**src/design/layer_ctrl_pkg.sv**
```systemverilog
package layer_ctrl_pkg;

  // core array and datapath widths
  localparam int NUM_CORES = 4;
  localparam int DATA_W    = 16;
  localparam int DIM_W     = 8;
  localparam int IMG_AW    = 12;
  localparam int NET_AW    = 10;

  typedef logic signed [DATA_W-1:0]      data_t;
  typedef logic [DIM_W-1:0]              dim_t;
  typedef logic [IMG_AW-1:0]             img_addr_t;
  typedef logic [NET_AW-1:0]             net_addr_t;
  typedef logic [$clog2(NUM_CORES)-1:0]  core_idx_t;

  // apb word address and data
  typedef logic [3:0]  apb_addr_t;
  typedef logic [31:0] apb_data_t;

  //====================================================================
  // register map
  //====================================================================
  localparam apb_addr_t REG_CTRL       = 4'd0;
  localparam apb_addr_t REG_STATUS     = 4'd1;
  localparam apb_addr_t REG_IN_OFFSET  = 4'd2;
  localparam apb_addr_t REG_OUT_OFFSET = 4'd3;
  localparam apb_addr_t REG_NET_OFFSET = 4'd4;
  localparam apb_addr_t REG_TOTAL_IN   = 4'd5;
  localparam apb_addr_t REG_TOTAL_OUT  = 4'd6;
  localparam apb_addr_t REG_HEIGHT     = 4'd7;
  localparam apb_addr_t REG_WIDTH      = 4'd8;
  localparam apb_addr_t REG_KERN       = 4'd9;

  // layer phases
  typedef enum logic [1:0] {
    PH_WAIT    = 2'd0,
    PH_NETWORK = 2'd1,
    PH_INPUT   = 2'd2,
    PH_OUTPUT  = 2'd3
  } phase_t;

endpackage

```
**src/design/apb_cfg_regs.sv**
```systemverilog
`timescale 1ns/1ps

module apb_cfg_regs (
  input  logic                      clk,
  input  logic                      xrst,
  input  logic                      psel,
  input  logic                      penable,
  input  logic                      pwrite,
  input  layer_ctrl_pkg::apb_addr_t paddr,
  input  layer_ctrl_pkg::apb_data_t pwdata,
  output layer_ctrl_pkg::apb_data_t prdata,
  output logic                      pready,
  output logic                      pslverr,
  input  logic                      busy,
  output logic                      start,
  output layer_ctrl_pkg::img_addr_t in_offset,
  output layer_ctrl_pkg::img_addr_t out_offset,
  output layer_ctrl_pkg::net_addr_t net_offset,
  output layer_ctrl_pkg::dim_t      total_in,
  output layer_ctrl_pkg::dim_t      total_out,
  output layer_ctrl_pkg::dim_t      height,
  output layer_ctrl_pkg::dim_t      width,
  output layer_ctrl_pkg::dim_t      kern
);

  logic access;
  logic mapped;
  logic locked;
  logic wr_en;

  assign access = psel && penable;
  assign mapped = paddr <= layer_ctrl_pkg::REG_KERN;
  // only ctrl stays writable while a job runs
  assign locked = busy && paddr != layer_ctrl_pkg::REG_CTRL;

  // zero wait states
  assign pready  = 1'b1;
  assign pslverr = access && (!mapped || (pwrite && locked));
  assign wr_en   = access && pwrite && !pslverr;

  // start pulse lasts exactly the access phase
  assign start = wr_en && paddr == layer_ctrl_pkg::REG_CTRL && pwdata[0] && !busy;

  //====================================================================
  // configuration registers
  //====================================================================
  always_ff @(posedge clk) begin
    if (!xrst) begin
      in_offset  <= '0;
      out_offset <= '0;
      net_offset <= '0;
      total_in   <= '0;
      total_out  <= '0;
      height     <= '0;
      width      <= '0;
      kern       <= '0;
    end else if (wr_en) begin
      case (paddr)
        layer_ctrl_pkg::REG_IN_OFFSET:  in_offset  <= pwdata[layer_ctrl_pkg::IMG_AW-1:0];
        layer_ctrl_pkg::REG_OUT_OFFSET: out_offset <= pwdata[layer_ctrl_pkg::IMG_AW-1:0];
        layer_ctrl_pkg::REG_NET_OFFSET: net_offset <= pwdata[layer_ctrl_pkg::NET_AW-1:0];
        layer_ctrl_pkg::REG_TOTAL_IN:   total_in   <= pwdata[layer_ctrl_pkg::DIM_W-1:0];
        layer_ctrl_pkg::REG_TOTAL_OUT:  total_out  <= pwdata[layer_ctrl_pkg::DIM_W-1:0];
        layer_ctrl_pkg::REG_HEIGHT:     height     <= pwdata[layer_ctrl_pkg::DIM_W-1:0];
        layer_ctrl_pkg::REG_WIDTH:      width      <= pwdata[layer_ctrl_pkg::DIM_W-1:0];
        layer_ctrl_pkg::REG_KERN:       kern       <= pwdata[layer_ctrl_pkg::DIM_W-1:0];
        default: ;
      endcase
    end
  end

  // ctrl and unmapped addresses read back as zero
  always_comb begin
    prdata = '0;
    case (paddr)
      layer_ctrl_pkg::REG_STATUS:     prdata = layer_ctrl_pkg::apb_data_t'(busy);
      layer_ctrl_pkg::REG_IN_OFFSET:  prdata = layer_ctrl_pkg::apb_data_t'(in_offset);
      layer_ctrl_pkg::REG_OUT_OFFSET: prdata = layer_ctrl_pkg::apb_data_t'(out_offset);
      layer_ctrl_pkg::REG_NET_OFFSET: prdata = layer_ctrl_pkg::apb_data_t'(net_offset);
      layer_ctrl_pkg::REG_TOTAL_IN:   prdata = layer_ctrl_pkg::apb_data_t'(total_in);
      layer_ctrl_pkg::REG_TOTAL_OUT:  prdata = layer_ctrl_pkg::apb_data_t'(total_out);
      layer_ctrl_pkg::REG_HEIGHT:     prdata = layer_ctrl_pkg::apb_data_t'(height);
      layer_ctrl_pkg::REG_WIDTH:      prdata = layer_ctrl_pkg::apb_data_t'(width);
      layer_ctrl_pkg::REG_KERN:       prdata = layer_ctrl_pkg::apb_data_t'(kern);
      default: ;
    endcase
  end

endmodule

```
**src/design/layer_sequencer.sv**
```systemverilog
`timescale 1ns/1ps

module layer_sequencer (
  input  logic                   clk,
  input  logic                   xrst,
  input  logic                   start,
  input  layer_ctrl_pkg::dim_t   total_in,
  input  layer_ctrl_pkg::dim_t   total_out,
  input  logic                   net_done,
  input  logic                   in_done,
  input  logic                   out_done,
  output layer_ctrl_pkg::phase_t phase,
  output logic                   first_input,
  output logic                   last_input,
  output logic                   busy
);

  layer_ctrl_pkg::dim_t           count_in;
  layer_ctrl_pkg::dim_t           count_out;
  logic [layer_ctrl_pkg::DIM_W:0] next_out;
  logic                           in_channel;
  logic                           in_last;
  logic                           group_last;

  assign in_last = count_in == total_in - layer_ctrl_pkg::dim_t'(1);

  // one extra bit so the last group compare cannot wrap
  assign next_out   = {1'b0, count_out}
                    + (layer_ctrl_pkg::DIM_W + 1)'(layer_ctrl_pkg::NUM_CORES);
  assign group_last = next_out >= {1'b0, total_out};

  // channel marks hold through network and input phases
  assign in_channel  = phase == layer_ctrl_pkg::PH_NETWORK
                    || phase == layer_ctrl_pkg::PH_INPUT;
  assign first_input = in_channel && count_in == '0;
  assign last_input  = in_channel && in_last;
  assign busy        = phase != layer_ctrl_pkg::PH_WAIT;

  //====================================================================
  // main phase FSM
  //====================================================================
  always_ff @(posedge clk) begin
    if (!xrst) begin
      phase     <= layer_ctrl_pkg::PH_WAIT;
      count_in  <= '0;
      count_out <= '0;
    end else begin
      case (phase)
        layer_ctrl_pkg::PH_WAIT:
          if (start) begin
            phase     <= layer_ctrl_pkg::PH_NETWORK;
            count_in  <= '0;
            count_out <= '0;
          end
        layer_ctrl_pkg::PH_NETWORK:
          if (net_done)
            phase <= layer_ctrl_pkg::PH_INPUT;
        layer_ctrl_pkg::PH_INPUT:
          if (in_done) begin
            if (in_last) begin
              phase    <= layer_ctrl_pkg::PH_OUTPUT;
              count_in <= '0;
            end else begin
              phase    <= layer_ctrl_pkg::PH_NETWORK;
              count_in <= count_in + layer_ctrl_pkg::dim_t'(1);
            end
          end
        layer_ctrl_pkg::PH_OUTPUT:
          if (out_done) begin
            if (group_last) begin
              phase     <= layer_ctrl_pkg::PH_WAIT;
              count_out <= '0;
            end else begin
              phase     <= layer_ctrl_pkg::PH_NETWORK;
              count_out <= next_out[layer_ctrl_pkg::DIM_W-1:0];
            end
          end
        default:
          phase <= layer_ctrl_pkg::PH_WAIT;
      endcase
    end
  end

endmodule

```
**src/design/weight_fetch.sv**
```systemverilog
`timescale 1ns/1ps

module weight_fetch (
  input  logic                      clk,
  input  logic                      xrst,
  input  layer_ctrl_pkg::phase_t    phase,
  input  logic                      last_input,
  input  layer_ctrl_pkg::dim_t      kern,
  input  layer_ctrl_pkg::net_addr_t net_offset,
  output logic                      net_re,
  output layer_ctrl_pkg::net_addr_t net_addr,
  output logic                      wreg_we,
  output logic                      breg_we,
  output logic                      net_done
);

  typedef enum logic {
    WB_WEIGHT,
    WB_BIAS
  } wb_state_t;

  wb_state_t                 sub;
  layer_ctrl_pkg::dim_t      col;
  layer_ctrl_pkg::dim_t      row;
  layer_ctrl_pkg::dim_t      kern_last;
  layer_ctrl_pkg::net_addr_t cnt;
  logic                      weight_last;
  logic                      read_last;

  assign kern_last   = kern - layer_ctrl_pkg::dim_t'(1);
  assign weight_last = sub == WB_WEIGHT && col == kern_last && row == kern_last;
  // bias read follows the weights only on the last channel
  assign read_last   = net_re && (sub == WB_BIAS || (weight_last && !last_input));
  assign net_done    = read_last;
  assign net_addr    = cnt + net_offset;

  // read strobe and data strobes one cycle behind
  always_ff @(posedge clk) begin
    if (!xrst) begin
      net_re  <= 1'b0;
      wreg_we <= 1'b0;
      breg_we <= 1'b0;
    end else begin
      net_re  <= phase == layer_ctrl_pkg::PH_NETWORK && !read_last;
      wreg_we <= net_re && sub == WB_WEIGHT;
      breg_we <= net_re && sub == WB_BIAS;
    end
  end

  // running address over the whole job
  always_ff @(posedge clk) begin
    if (!xrst || phase == layer_ctrl_pkg::PH_WAIT)
      cnt <= '0;
    else if (net_re)
      cnt <= cnt + layer_ctrl_pkg::net_addr_t'(1);
  end

  //====================================================================
  // kernel walk
  //====================================================================
  always_ff @(posedge clk) begin
    if (!xrst || phase != layer_ctrl_pkg::PH_NETWORK) begin
      col <= '0;
      row <= '0;
      sub <= WB_WEIGHT;
    end else if (net_re) begin
      if (sub == WB_BIAS) begin
        sub <= WB_WEIGHT;
      end else if (col == kern_last) begin
        col <= '0;
        if (row == kern_last) begin
          row <= '0;
          if (last_input)
            sub <= WB_BIAS;
        end else begin
          row <= row + layer_ctrl_pkg::dim_t'(1);
        end
      end else begin
        col <= col + layer_ctrl_pkg::dim_t'(1);
      end
    end
  end

endmodule

```
**src/design/image_port.sv**
```systemverilog
`timescale 1ns/1ps

module image_port (
  input  logic                       clk,
  input  logic                       xrst,
  input  layer_ctrl_pkg::phase_t     phase,
  input  layer_ctrl_pkg::dim_t       height,
  input  layer_ctrl_pkg::dim_t       width,
  input  layer_ctrl_pkg::img_addr_t  in_offset,
  input  layer_ctrl_pkg::img_addr_t  out_offset,
  input  layer_ctrl_pkg::data_t      out_wdata,
  output logic                       img_re,
  output logic                       img_we,
  output layer_ctrl_pkg::img_addr_t  img_addr,
  output layer_ctrl_pkg::data_t      img_wdata,
  output logic                       pix_valid,
  output layer_ctrl_pkg::core_idx_t  out_sel,
  output layer_ctrl_pkg::img_addr_t  out_pix,
  output logic                       in_done,
  output logic                       out_done
);

  layer_ctrl_pkg::dim_t      col;
  layer_ctrl_pkg::dim_t      row;
  layer_ctrl_pkg::img_addr_t rd_ptr;
  layer_ctrl_pkg::img_addr_t wr_ptr;
  layer_ctrl_pkg::img_addr_t plane_last;
  logic                      rd_last;
  logic                      wr_last;

  assign plane_last = layer_ctrl_pkg::img_addr_t'(height)
                    * layer_ctrl_pkg::img_addr_t'(width)
                    - layer_ctrl_pkg::img_addr_t'(1);

  assign rd_last = img_re
                && col == width - layer_ctrl_pkg::dim_t'(1)
                && row == height - layer_ctrl_pkg::dim_t'(1);
  assign wr_last = img_we && out_pix == plane_last
                && out_sel == layer_ctrl_pkg::core_idx_t'(layer_ctrl_pkg::NUM_CORES - 1);

  assign in_done  = rd_last;
  assign out_done = wr_last;

  // reads and writes never share a phase
  assign img_addr  = img_we ? wr_ptr : rd_ptr;
  assign img_wdata = out_wdata;

  always_ff @(posedge clk) begin
    if (!xrst) begin
      img_re    <= 1'b0;
      img_we    <= 1'b0;
      pix_valid <= 1'b0;
    end else begin
      img_re    <= phase == layer_ctrl_pkg::PH_INPUT && !rd_last;
      img_we    <= phase == layer_ctrl_pkg::PH_OUTPUT && !wr_last;
      pix_valid <= img_re;
    end
  end

  //====================================================================
  // input plane walk
  //====================================================================
  always_ff @(posedge clk) begin
    if (!xrst || phase != layer_ctrl_pkg::PH_INPUT) begin
      col <= '0;
      row <= '0;
    end else if (img_re) begin
      if (col == width - layer_ctrl_pkg::dim_t'(1)) begin
        col <= '0;
        row <= row + layer_ctrl_pkg::dim_t'(1);
      end else begin
        col <= col + layer_ctrl_pkg::dim_t'(1);
      end
    end
  end

  // every group rereads all input planes from in_offset
  always_ff @(posedge clk) begin
    if (!xrst || phase == layer_ctrl_pkg::PH_WAIT || phase == layer_ctrl_pkg::PH_OUTPUT)
      rd_ptr <= in_offset;
    else if (img_re)
      rd_ptr <= rd_ptr + layer_ctrl_pkg::img_addr_t'(1);
  end

  //====================================================================
  // result write-back
  //====================================================================
  always_ff @(posedge clk) begin
    if (!xrst || phase != layer_ctrl_pkg::PH_OUTPUT) begin
      out_sel <= '0;
      out_pix <= '0;
    end else if (img_we) begin
      if (out_pix == plane_last) begin
        out_pix <= '0;
        out_sel <= out_sel + layer_ctrl_pkg::core_idx_t'(1);
      end else begin
        out_pix <= out_pix + layer_ctrl_pkg::img_addr_t'(1);
      end
    end
  end

  // output planes are packed back to back for the whole job
  always_ff @(posedge clk) begin
    if (!xrst || phase == layer_ctrl_pkg::PH_WAIT)
      wr_ptr <= out_offset;
    else if (img_we)
      wr_ptr <= wr_ptr + layer_ctrl_pkg::img_addr_t'(1);
  end

endmodule

```
**src/design/layer_ctrl_top.sv**
```systemverilog
`timescale 1ns/1ps

module layer_ctrl_top (
  input  logic                      clk,
  input  logic                      xrst,
  input  logic                      psel,
  input  logic                      penable,
  input  logic                      pwrite,
  input  layer_ctrl_pkg::apb_addr_t paddr,
  input  layer_ctrl_pkg::apb_data_t pwdata,
  output layer_ctrl_pkg::apb_data_t prdata,
  output logic                      pready,
  output logic                      pslverr,
  output logic                      busy,
  output logic                      net_re,
  output layer_ctrl_pkg::net_addr_t net_addr,
  input  layer_ctrl_pkg::data_t     net_rdata,
  output logic                      wreg_we,
  output logic                      breg_we,
  output logic                      first_input,
  output logic                      last_input,
  output logic                      img_re,
  output logic                      img_we,
  output layer_ctrl_pkg::img_addr_t img_addr,
  output layer_ctrl_pkg::data_t     img_wdata,
  input  layer_ctrl_pkg::data_t     img_rdata,
  output logic                      pix_valid,
  output layer_ctrl_pkg::core_idx_t out_sel,
  output layer_ctrl_pkg::img_addr_t out_pix,
  input  layer_ctrl_pkg::data_t     out_wdata,
  output layer_ctrl_pkg::data_t     core_data
);

  logic                      start;
  layer_ctrl_pkg::img_addr_t in_offset;
  layer_ctrl_pkg::img_addr_t out_offset;
  layer_ctrl_pkg::net_addr_t net_offset;
  layer_ctrl_pkg::dim_t      total_in;
  layer_ctrl_pkg::dim_t      total_out;
  layer_ctrl_pkg::dim_t      height;
  layer_ctrl_pkg::dim_t      width;
  layer_ctrl_pkg::dim_t      kern;
  layer_ctrl_pkg::phase_t    phase;
  logic                      net_done;
  logic                      in_done;
  logic                      out_done;

  // weights and bias share the core bus with pixels
  assign core_data = (wreg_we || breg_we) ? net_rdata : img_rdata;

  apb_cfg_regs u_regs (
    .clk, .xrst, .psel, .penable, .pwrite, .paddr, .pwdata,
    .prdata, .pready, .pslverr, .busy, .start,
    .in_offset, .out_offset, .net_offset,
    .total_in, .total_out, .height, .width, .kern
  );

  layer_sequencer u_seq (
    .clk, .xrst, .start, .total_in, .total_out,
    .net_done, .in_done, .out_done,
    .phase, .first_input, .last_input, .busy
  );

  weight_fetch u_wfetch (
    .clk, .xrst, .phase, .last_input, .kern, .net_offset,
    .net_re, .net_addr, .wreg_we, .breg_we, .net_done
  );

  image_port u_iport (
    .clk, .xrst, .phase, .height, .width, .in_offset, .out_offset,
    .out_wdata, .img_re, .img_we, .img_addr, .img_wdata, .pix_valid,
    .out_sel, .out_pix, .in_done, .out_done
  );

endmodule

```
**config.mk**
```make
export PLATFORM = sky130hd
export DESIGN_NAME = layer_ctrl_top
export DESIGN_NICKNAME = d
export VERILOG_FILES = /design/src/design/layer_ctrl_pkg.sv /design/src/design/apb_cfg_regs.sv /design/src/design/layer_sequencer.sv /design/src/design/weight_fetch.sv /design/src/design/image_port.sv /design/src/design/layer_ctrl_top.sv
export SDC_FILE = /design/constraint.sdc
export NUM_CORES = 1
export LEC_CHECK = 0
export ABC_AREA = 1
export BUFFER_PORTS_ARGS = -buffer_cell sky130_fd_sc_hd__buf_2
export CAP_MARGIN = 30
export CORE_MARGIN = 2
export CORE_UTILIZATION = 40
export DETAILED_ROUTE_END_ITERATION = 10
export GPL_ROUTABILITY_DRIVEN = 1
export PLACE_DENSITY = 0.56
export SYNTH_ARGS = -nofsm -noshare
export SYNTH_HDL_FRONTEND = slang
export SYNTH_HIERARCHICAL = 1
export SYNTH_SLANG_ARGS = --single-unit
```
**constraint.sdc**
```tcl
create_clock -name clk -period 6.4 [get_ports clk]
set_input_delay 0.96 -clock clk [delete_from_list [all_inputs] [get_ports clk]]
set_output_delay 0.96 -clock clk [all_outputs]
set_load 0.005 [all_outputs]
```
# Yosys cells after proc, flatten, opt, wreduce, memory -nomap -nowiden
# Cells that the tools add are included.
[totals]
out_inout_bits = 111
ff_bits = 179
[op_classes]
magnitude_cmp = 2
bitwise_logic = 1
add_sub_neg = 17
eq_ne = 26
mux = 29
multipliers = 1
reduce_logical = 65
[ops]
columns = ["cell", "n"]
rows = [
  ["$pmux 12 s9", 1],
  ["$mux 12", 6],
  ["$mux 8", 8],
  ["$add 8x1->8 const B", 5],
  ["$eq 8x8->1", 5],
  ["$add 12x1->12 const B", 3],
  ["$pmux 8 s2", 2],
  ["$sub 8x1->8 const B", 4],
  ["$logic_and 1x1->1", 24],
  ["$reduce_and 2->1", 11],
  ["$eq 4x3->1 const B", 4],
  ["$mux 16", 1],
  ["$eq 12x12->1", 1],
  ["$mul 8x8->12", 1],
  ["$sub 12x1->12 const B", 1],
  ["$add 10x1->10 const B", 1],
  ["$add 10x10->10", 1],
  ["$mux 2", 5],
  ["$reduce_bool 2->1", 5],
  ["$add 8x3->9 const B", 1],
  ["$ge 9x8->1", 1],
  ["$logic_or 1x1->1", 9],
  ["$reduce_and 3->1", 3],
  ["$eq 4x2->1 const B", 2],
  ["other kinds (17)", 36],
]

# Depth between registers and ports, before layout
[depth]
word_depth = 12
depth_mapped = 32
ltp_nobuf = 30

# By module
# Netlist, hierarchy kept.
[by_module_without_submodules]
columns = ["mod", "instances", "seq_area_each_um2", "cells_per_inst", "area_per_inst_um2"]
rows = [
  ["image_port", 1, 1381.3, 798, 5695.5],
  ["apb_cfg_regs", 1, 1481.4, 617, 3875.0],
  ["weight_fetch", 1, 600.6, 360, 2304.7],
  ["layer_sequencer", 1, 320.3, 261, 1611.5],
  ["layer_ctrl_top", 1, 0.0, 52, 232.7],
]

# Worst setup path before layout
# Ideal clock, no wire load.
[synth_timing]
path_kind = "flip-flop to flip-flop"
start = "register u_regs.height[3]"
end = "register u_seq.count_out[4]"
synth_period_minus_slack_ns = 5.017
setup_ns = 0.071
path_slack_ns = 1.383
stages_incl_launch_ff = 29
arrival_time_ns = 4.946
n_path_buf = 2
required_ns = 6.329
path_cell_list = "dfxtp_1 > clkbuf_1 > nand2_1 > fa_1 > fa_1 > inv_1 > fa_1 > inv_1 > fa_1 > inv_1 > ha_1 > nand2_1 > inv_1 > nand2_1 > nand2_1 > o21bai_1 > nand2_1 > nor3_2 > nand3_1 > nor2_1 > nand4_1 > nor2_1 > nor2_1 > inv_1 > o211ai_1 > buf_2 > nor2_1 > nand3_1 > a21oi_1"
[synth_between]
elab_chain_cells = 7
[synth_lines]
columns = ["element", "line", "text"]
rows = [
  ["start, declared", "apb_cfg_regs.sv:21", "output layer_ctrl_pkg::dim_t height,"],
  ["start signal, assigned", "apb_cfg_regs.sv:64", "layer_ctrl_pkg::REG_HEIGHT: height <= pwdata[layer_ctrl_pkg::DIM_W-1:0];"],
  ["$mul 8x8->12", "image_port.sv:32", "* layer_ctrl_pkg::img_addr_t'(width)"],
  ["$sub 12x1->12", "image_port.sv:33", "- layer_ctrl_pkg::img_addr_t'(1);"],
  ["$eq 12x12->1", "image_port.sv:38", "assign wr_last = img_we && out_pix == plane_last"],
  ["$logic_and 1x1->1", "image_port.sv:38", ""],
  ["$logic_and 1x1->1", "image_port.sv:39", "&& out_sel == layer_ctrl_pkg::core_idx_t'(layer_ctrl_pkg::NUM_CORES - 1);"],
  ["net out_done", "layer_ctrl_top.sv:46", "logic out_done;"],
  ["$ne 2x1->1 (no line)", "-", ""],
  ["$reduce_and 3->1 (no line)", "-", ""],
  ["end signal, assigned", "layer_sequencer.sv:75", "count_out <= next_out[layer_ctrl_pkg::DIM_W-1:0];"],
  ["end, declared", "layer_sequencer.sv:19", "layer_ctrl_pkg::dim_t count_out;"],
]
# The timed path passes the listed nets, and every way through them passes these cells.
# A chain may end at the register's enable or synchronous reset.

# Worst setup path after layout
[layout_timing]
start = "register u_regs.width[1]"
end = "register u_seq.count_out[7]"
[layout_between]
elab_chain_cells = 7
[layout_lines]
columns = ["element", "line", "text"]
rows = [
  ["start, declared", "apb_cfg_regs.sv:22", "output layer_ctrl_pkg::dim_t width,"],
  ["start signal, assigned", "apb_cfg_regs.sv:65", "layer_ctrl_pkg::REG_WIDTH: width <= pwdata[layer_ctrl_pkg::DIM_W-1:0];"],
  ["$mul 8x8->12", "image_port.sv:32", ""],
  ["$sub 12x1->12", "image_port.sv:33", ""],
  ["$eq 12x12->1", "image_port.sv:38", ""],
  ["$logic_and 1x1->1", "image_port.sv:38", ""],
  ["$logic_and 1x1->1", "image_port.sv:39", ""],
  ["net out_done", "layer_ctrl_top.sv:46", ""],
  ["$ne 2x1->1 (no line)", "-", ""],
  ["$reduce_and 3->1 (no line)", "-", ""],
]
# The timed path passes the listed nets, and every way through them passes these cells.

==> results.toml <==
[logic_synthesis]
synth_area_leaders = "dfxtp_1 22%, nand2_1 16%, inv_1 8.9%"
synth_most_common_cell = "nand2_1"
synth_seq_cells = 177
yosys_warnings = 6
yosysSeqAreaShare = 0.276
synthFlopType = "dfxtp_1"
yosysTopAreaCellShare = 0.223
ys_async_sr_fraction = 0
synthTopCellsByCount = "580 x nand2_1, 324 x inv_1, 291 x nor2_1"
postSynthCellCount = 2088
synth.largest_area_cell = "dfxtp_1"
syn_area_sq_um = 13700
synth_enable_flop_cells = 24
ys_types = 54
syn_area_per_cell_sq_um = 6.57

[critical_path]
r2r_slack_ns = 0.69
crit_required_ns = 6.77
worst-path-max-fanout = 12
end_kind = "register"
worstPathArrival_ns = 6.08
cpPeakStageDelay_ns = 0.59
start_kind = "register"
critPathKind = "reg2reg"
crit_path_top_delay_cell = "dfxtp_1"

[timing]
period_minus_slack_ns = 5.71
setup-tns-final_ns = 0
max_freq_mhz = 175
slew_headroom = 0.385
worst_slew_pin_slew_ns = 0.921
final_min_period_over_clock_period = 0.893
clock_skew_ns = 0.0136
rsz0062_at_grt = "false"
hold_viol = 0
setup_violations = 0
drv_slew = 0

[clocking]
cts_tree = "built"
cts_buffer_depth = 2
cts_buffers = 17
clk_pin_slew_ns = 0.07
htree_levels = 4
cts_root_buf = "clkbuf_16"
postCtsSetupBuffers = 0
clock_sinks = 177
insertion_delay_ns = 0.45

[detailed_routing]
drtIter0Drc = 843
drc = 0
dr.pass1.iters = 5
ant_nets = 0
viasPerCell = 4.80
routed_wl_um = 36300
vias = 12600
wl_per_cell_um = 13.8

[global_routing]
grtUsageMet2 = 0.354
grt_usage = 0.206
use_met3 = 0.0298
use_met1 = 0.275
grt-busiest-layer = "met2"
grt_start_max_net_pins = 62
antenna_found_initial = 0
grt_pass1_vias = 11900
grt_pass1_wl_um = 59700
grt-ovfl-total = 0

[min_path]
hp-class = "reg2reg"

[run]
max-cap-violations = 0

[final_layout]
fin_cells = 2626
nets = 2350
drive_gt1_frac = 0.110
area_growth_syn_to_layout_pct = 9.49
antennaDiodeCount = 0

[place]
io_buffers = 126
dp_cells = 2594
finalWeightedCongestion = 0.843
dp_hpwl_um = 27800

[power]
internal-power_mw = 1.81
seq_power_share = 0.477
powerDensity_nw_per_um2 = 170
power_switching_share = 0.292
clock_power_share = 0.404
power.switching_uw = 748
p_leak_nw = 7.22
vdd_drop_max_mv = 0.195
comb_power_share = 0.119

[floorplanning]
initial_core_util = 0.408
die_h_um = 189
core_area_sq_um = 33600
die_area_sq_um = 35800
die_x_um = 189
placement_rows = 67
io_pins = 200

[run_status]
status = "completed"
==> kinds of logic after synthesis <==
| kind of cell | after synthesis | synth area share |
|---|---|---|
| compound gates | 183 | 0.0758 |
| xor+xnor | 81 | 0.0517 |
| fa+ha+maj | 96 | 0.108 |
| buf+inv | 427 | 0.133 |
| flops | 177 | 0.276 |
| other cells | 2 | 0.000547 |
| simple gates | 1122 | 0.354 |
==> path summary, 6_finish.rpt <==
path                       from                  to  cells past startpoint
max reg2reg     u_regs/width[1]  u_seq/count_out[7]                     26
max             u_regs/width[1]  u_seq/count_out[7]                     26
min          u_seq/count_out[3]  u_seq/count_out[3]                      2
min reg2reg  u_seq/count_out[3]  u_seq/count_out[3]                      2
==> cell type report <==
cell class              count  area (sq um)
clock buffers              20           447
repair buffers            135           698
well taps                 448           561
fillers                  3558         18600
flip-flops and latches    177          3780
clock inverters            12           110
multi-input cells        1503          8180
inverters                 331          1240
==> power groups by stage <==
| stage | clock (mW) | sequential [mW] | combinational (mW) |
|---|---|---|---|
| finish | 1.03 | 1.22 | 0.305 |
| global route | 1.10 | 1.23 | 0.341 |
| CTS | 1.07 | 1.22 | 0.306 |
| detailed placement | 0 | 1.24 | 0.304 |
| global placement | 0 | 1.24 | 0.302 |
| floorplan | 0 | 1.22 | 0.220 |
==> timing repair <==
action | in CTS | in global routing
hold buffers | 0 | 0
endpoints found under the setup margin | 0 | 4
gates resized for setup | 0 | 2
==> layout by cell type (no fill, tap or decap), drive strengths merged, types with 6 or more instances in the layout <==
cell | netlist | final
nand3 | 117 | 117
fa | 38 | 38
nor3b | 6 | 6
clkinv | 3 | 8
nor3 | 26 | 26
o22ai | 30 | 30
xnor2 | 26 | 26
xor2 | 55 | 55
nand4 | 34 | 34
o21ai | 70 | 70
ha | 58 | 58
or2 | 6 | 6
nand2 | 598 | 598
a21oi | 60 | 60
nor2 | 314 | 314
dfxtp | 153 | 153
inv | 328 | 330
edfxtp | 24 | 24
clkbuf | 22 | 20
buf | 74 | 135
nand3b | 14 | 14
conb | 2 | 21
==> registers in the layout (all words and copies together), names as in the netlist, 2 cells and up <==
name	flops
u_iport/out_pix	12
u_iport/rd_ptr	12
u_iport/wr_ptr	12
u_regs/in_offset	12
u_regs/out_offset	12
u_regs/net_offset	10
u_wfetch/cnt	10
u_iport/col	8
u_iport/row	8
u_regs/height	8
u_regs/kern	8
u_regs/total_in	8
u_regs/total_out	8
u_regs/width	8
u_seq/count_in	8
u_wfetch/col	8
u_wfetch/row	8
u_seq/count_out	6
u_iport/out_sel	2
u_seq/phase	2
==> stage by stage <==
stage | hold WS, ns | utilization | setup slack [ns] | instance area (sq um) | power [mW]
4_1_cts | 0.499 | 0.447 | 0.529 | 15000 | 2.59
5_1_grt | 0.512 | 0.447 | 0.0857 | 15000 | 2.67
6_report | 0.502 | 0.447 | 0.686 | 15000 | 2.56
3_3_place_gp | 0.479 | 0.430 | 0.592 | 14500 | 1.54
3_5_place_dp | 0.487 | 0.430 | 0.551 | 14500 | 1.55
2_1_floorplan | 0.457 | - | 1.38 | 13800 | 1.44
==> routing by layer <==
metal,wire length (um),vias to the layer above
li1,-,6567
met5,0,-
met4,361,0
met1,17300,5798
met3,1360,25
met2,17300,223
==> critical path, delay by kind of cell (launching register included) <==
family                   cells  cell delay [ns]
AO/OA/AOI/OAI                3             0.62
flip-flops                   1             0.59
buffers and inverters        5             0.27
adder cells (fa/ha/maj)      5             2.37
AND/OR/NAND/NOR             13             1.76
No activity file was read; power rests on OpenSTA's default activity.
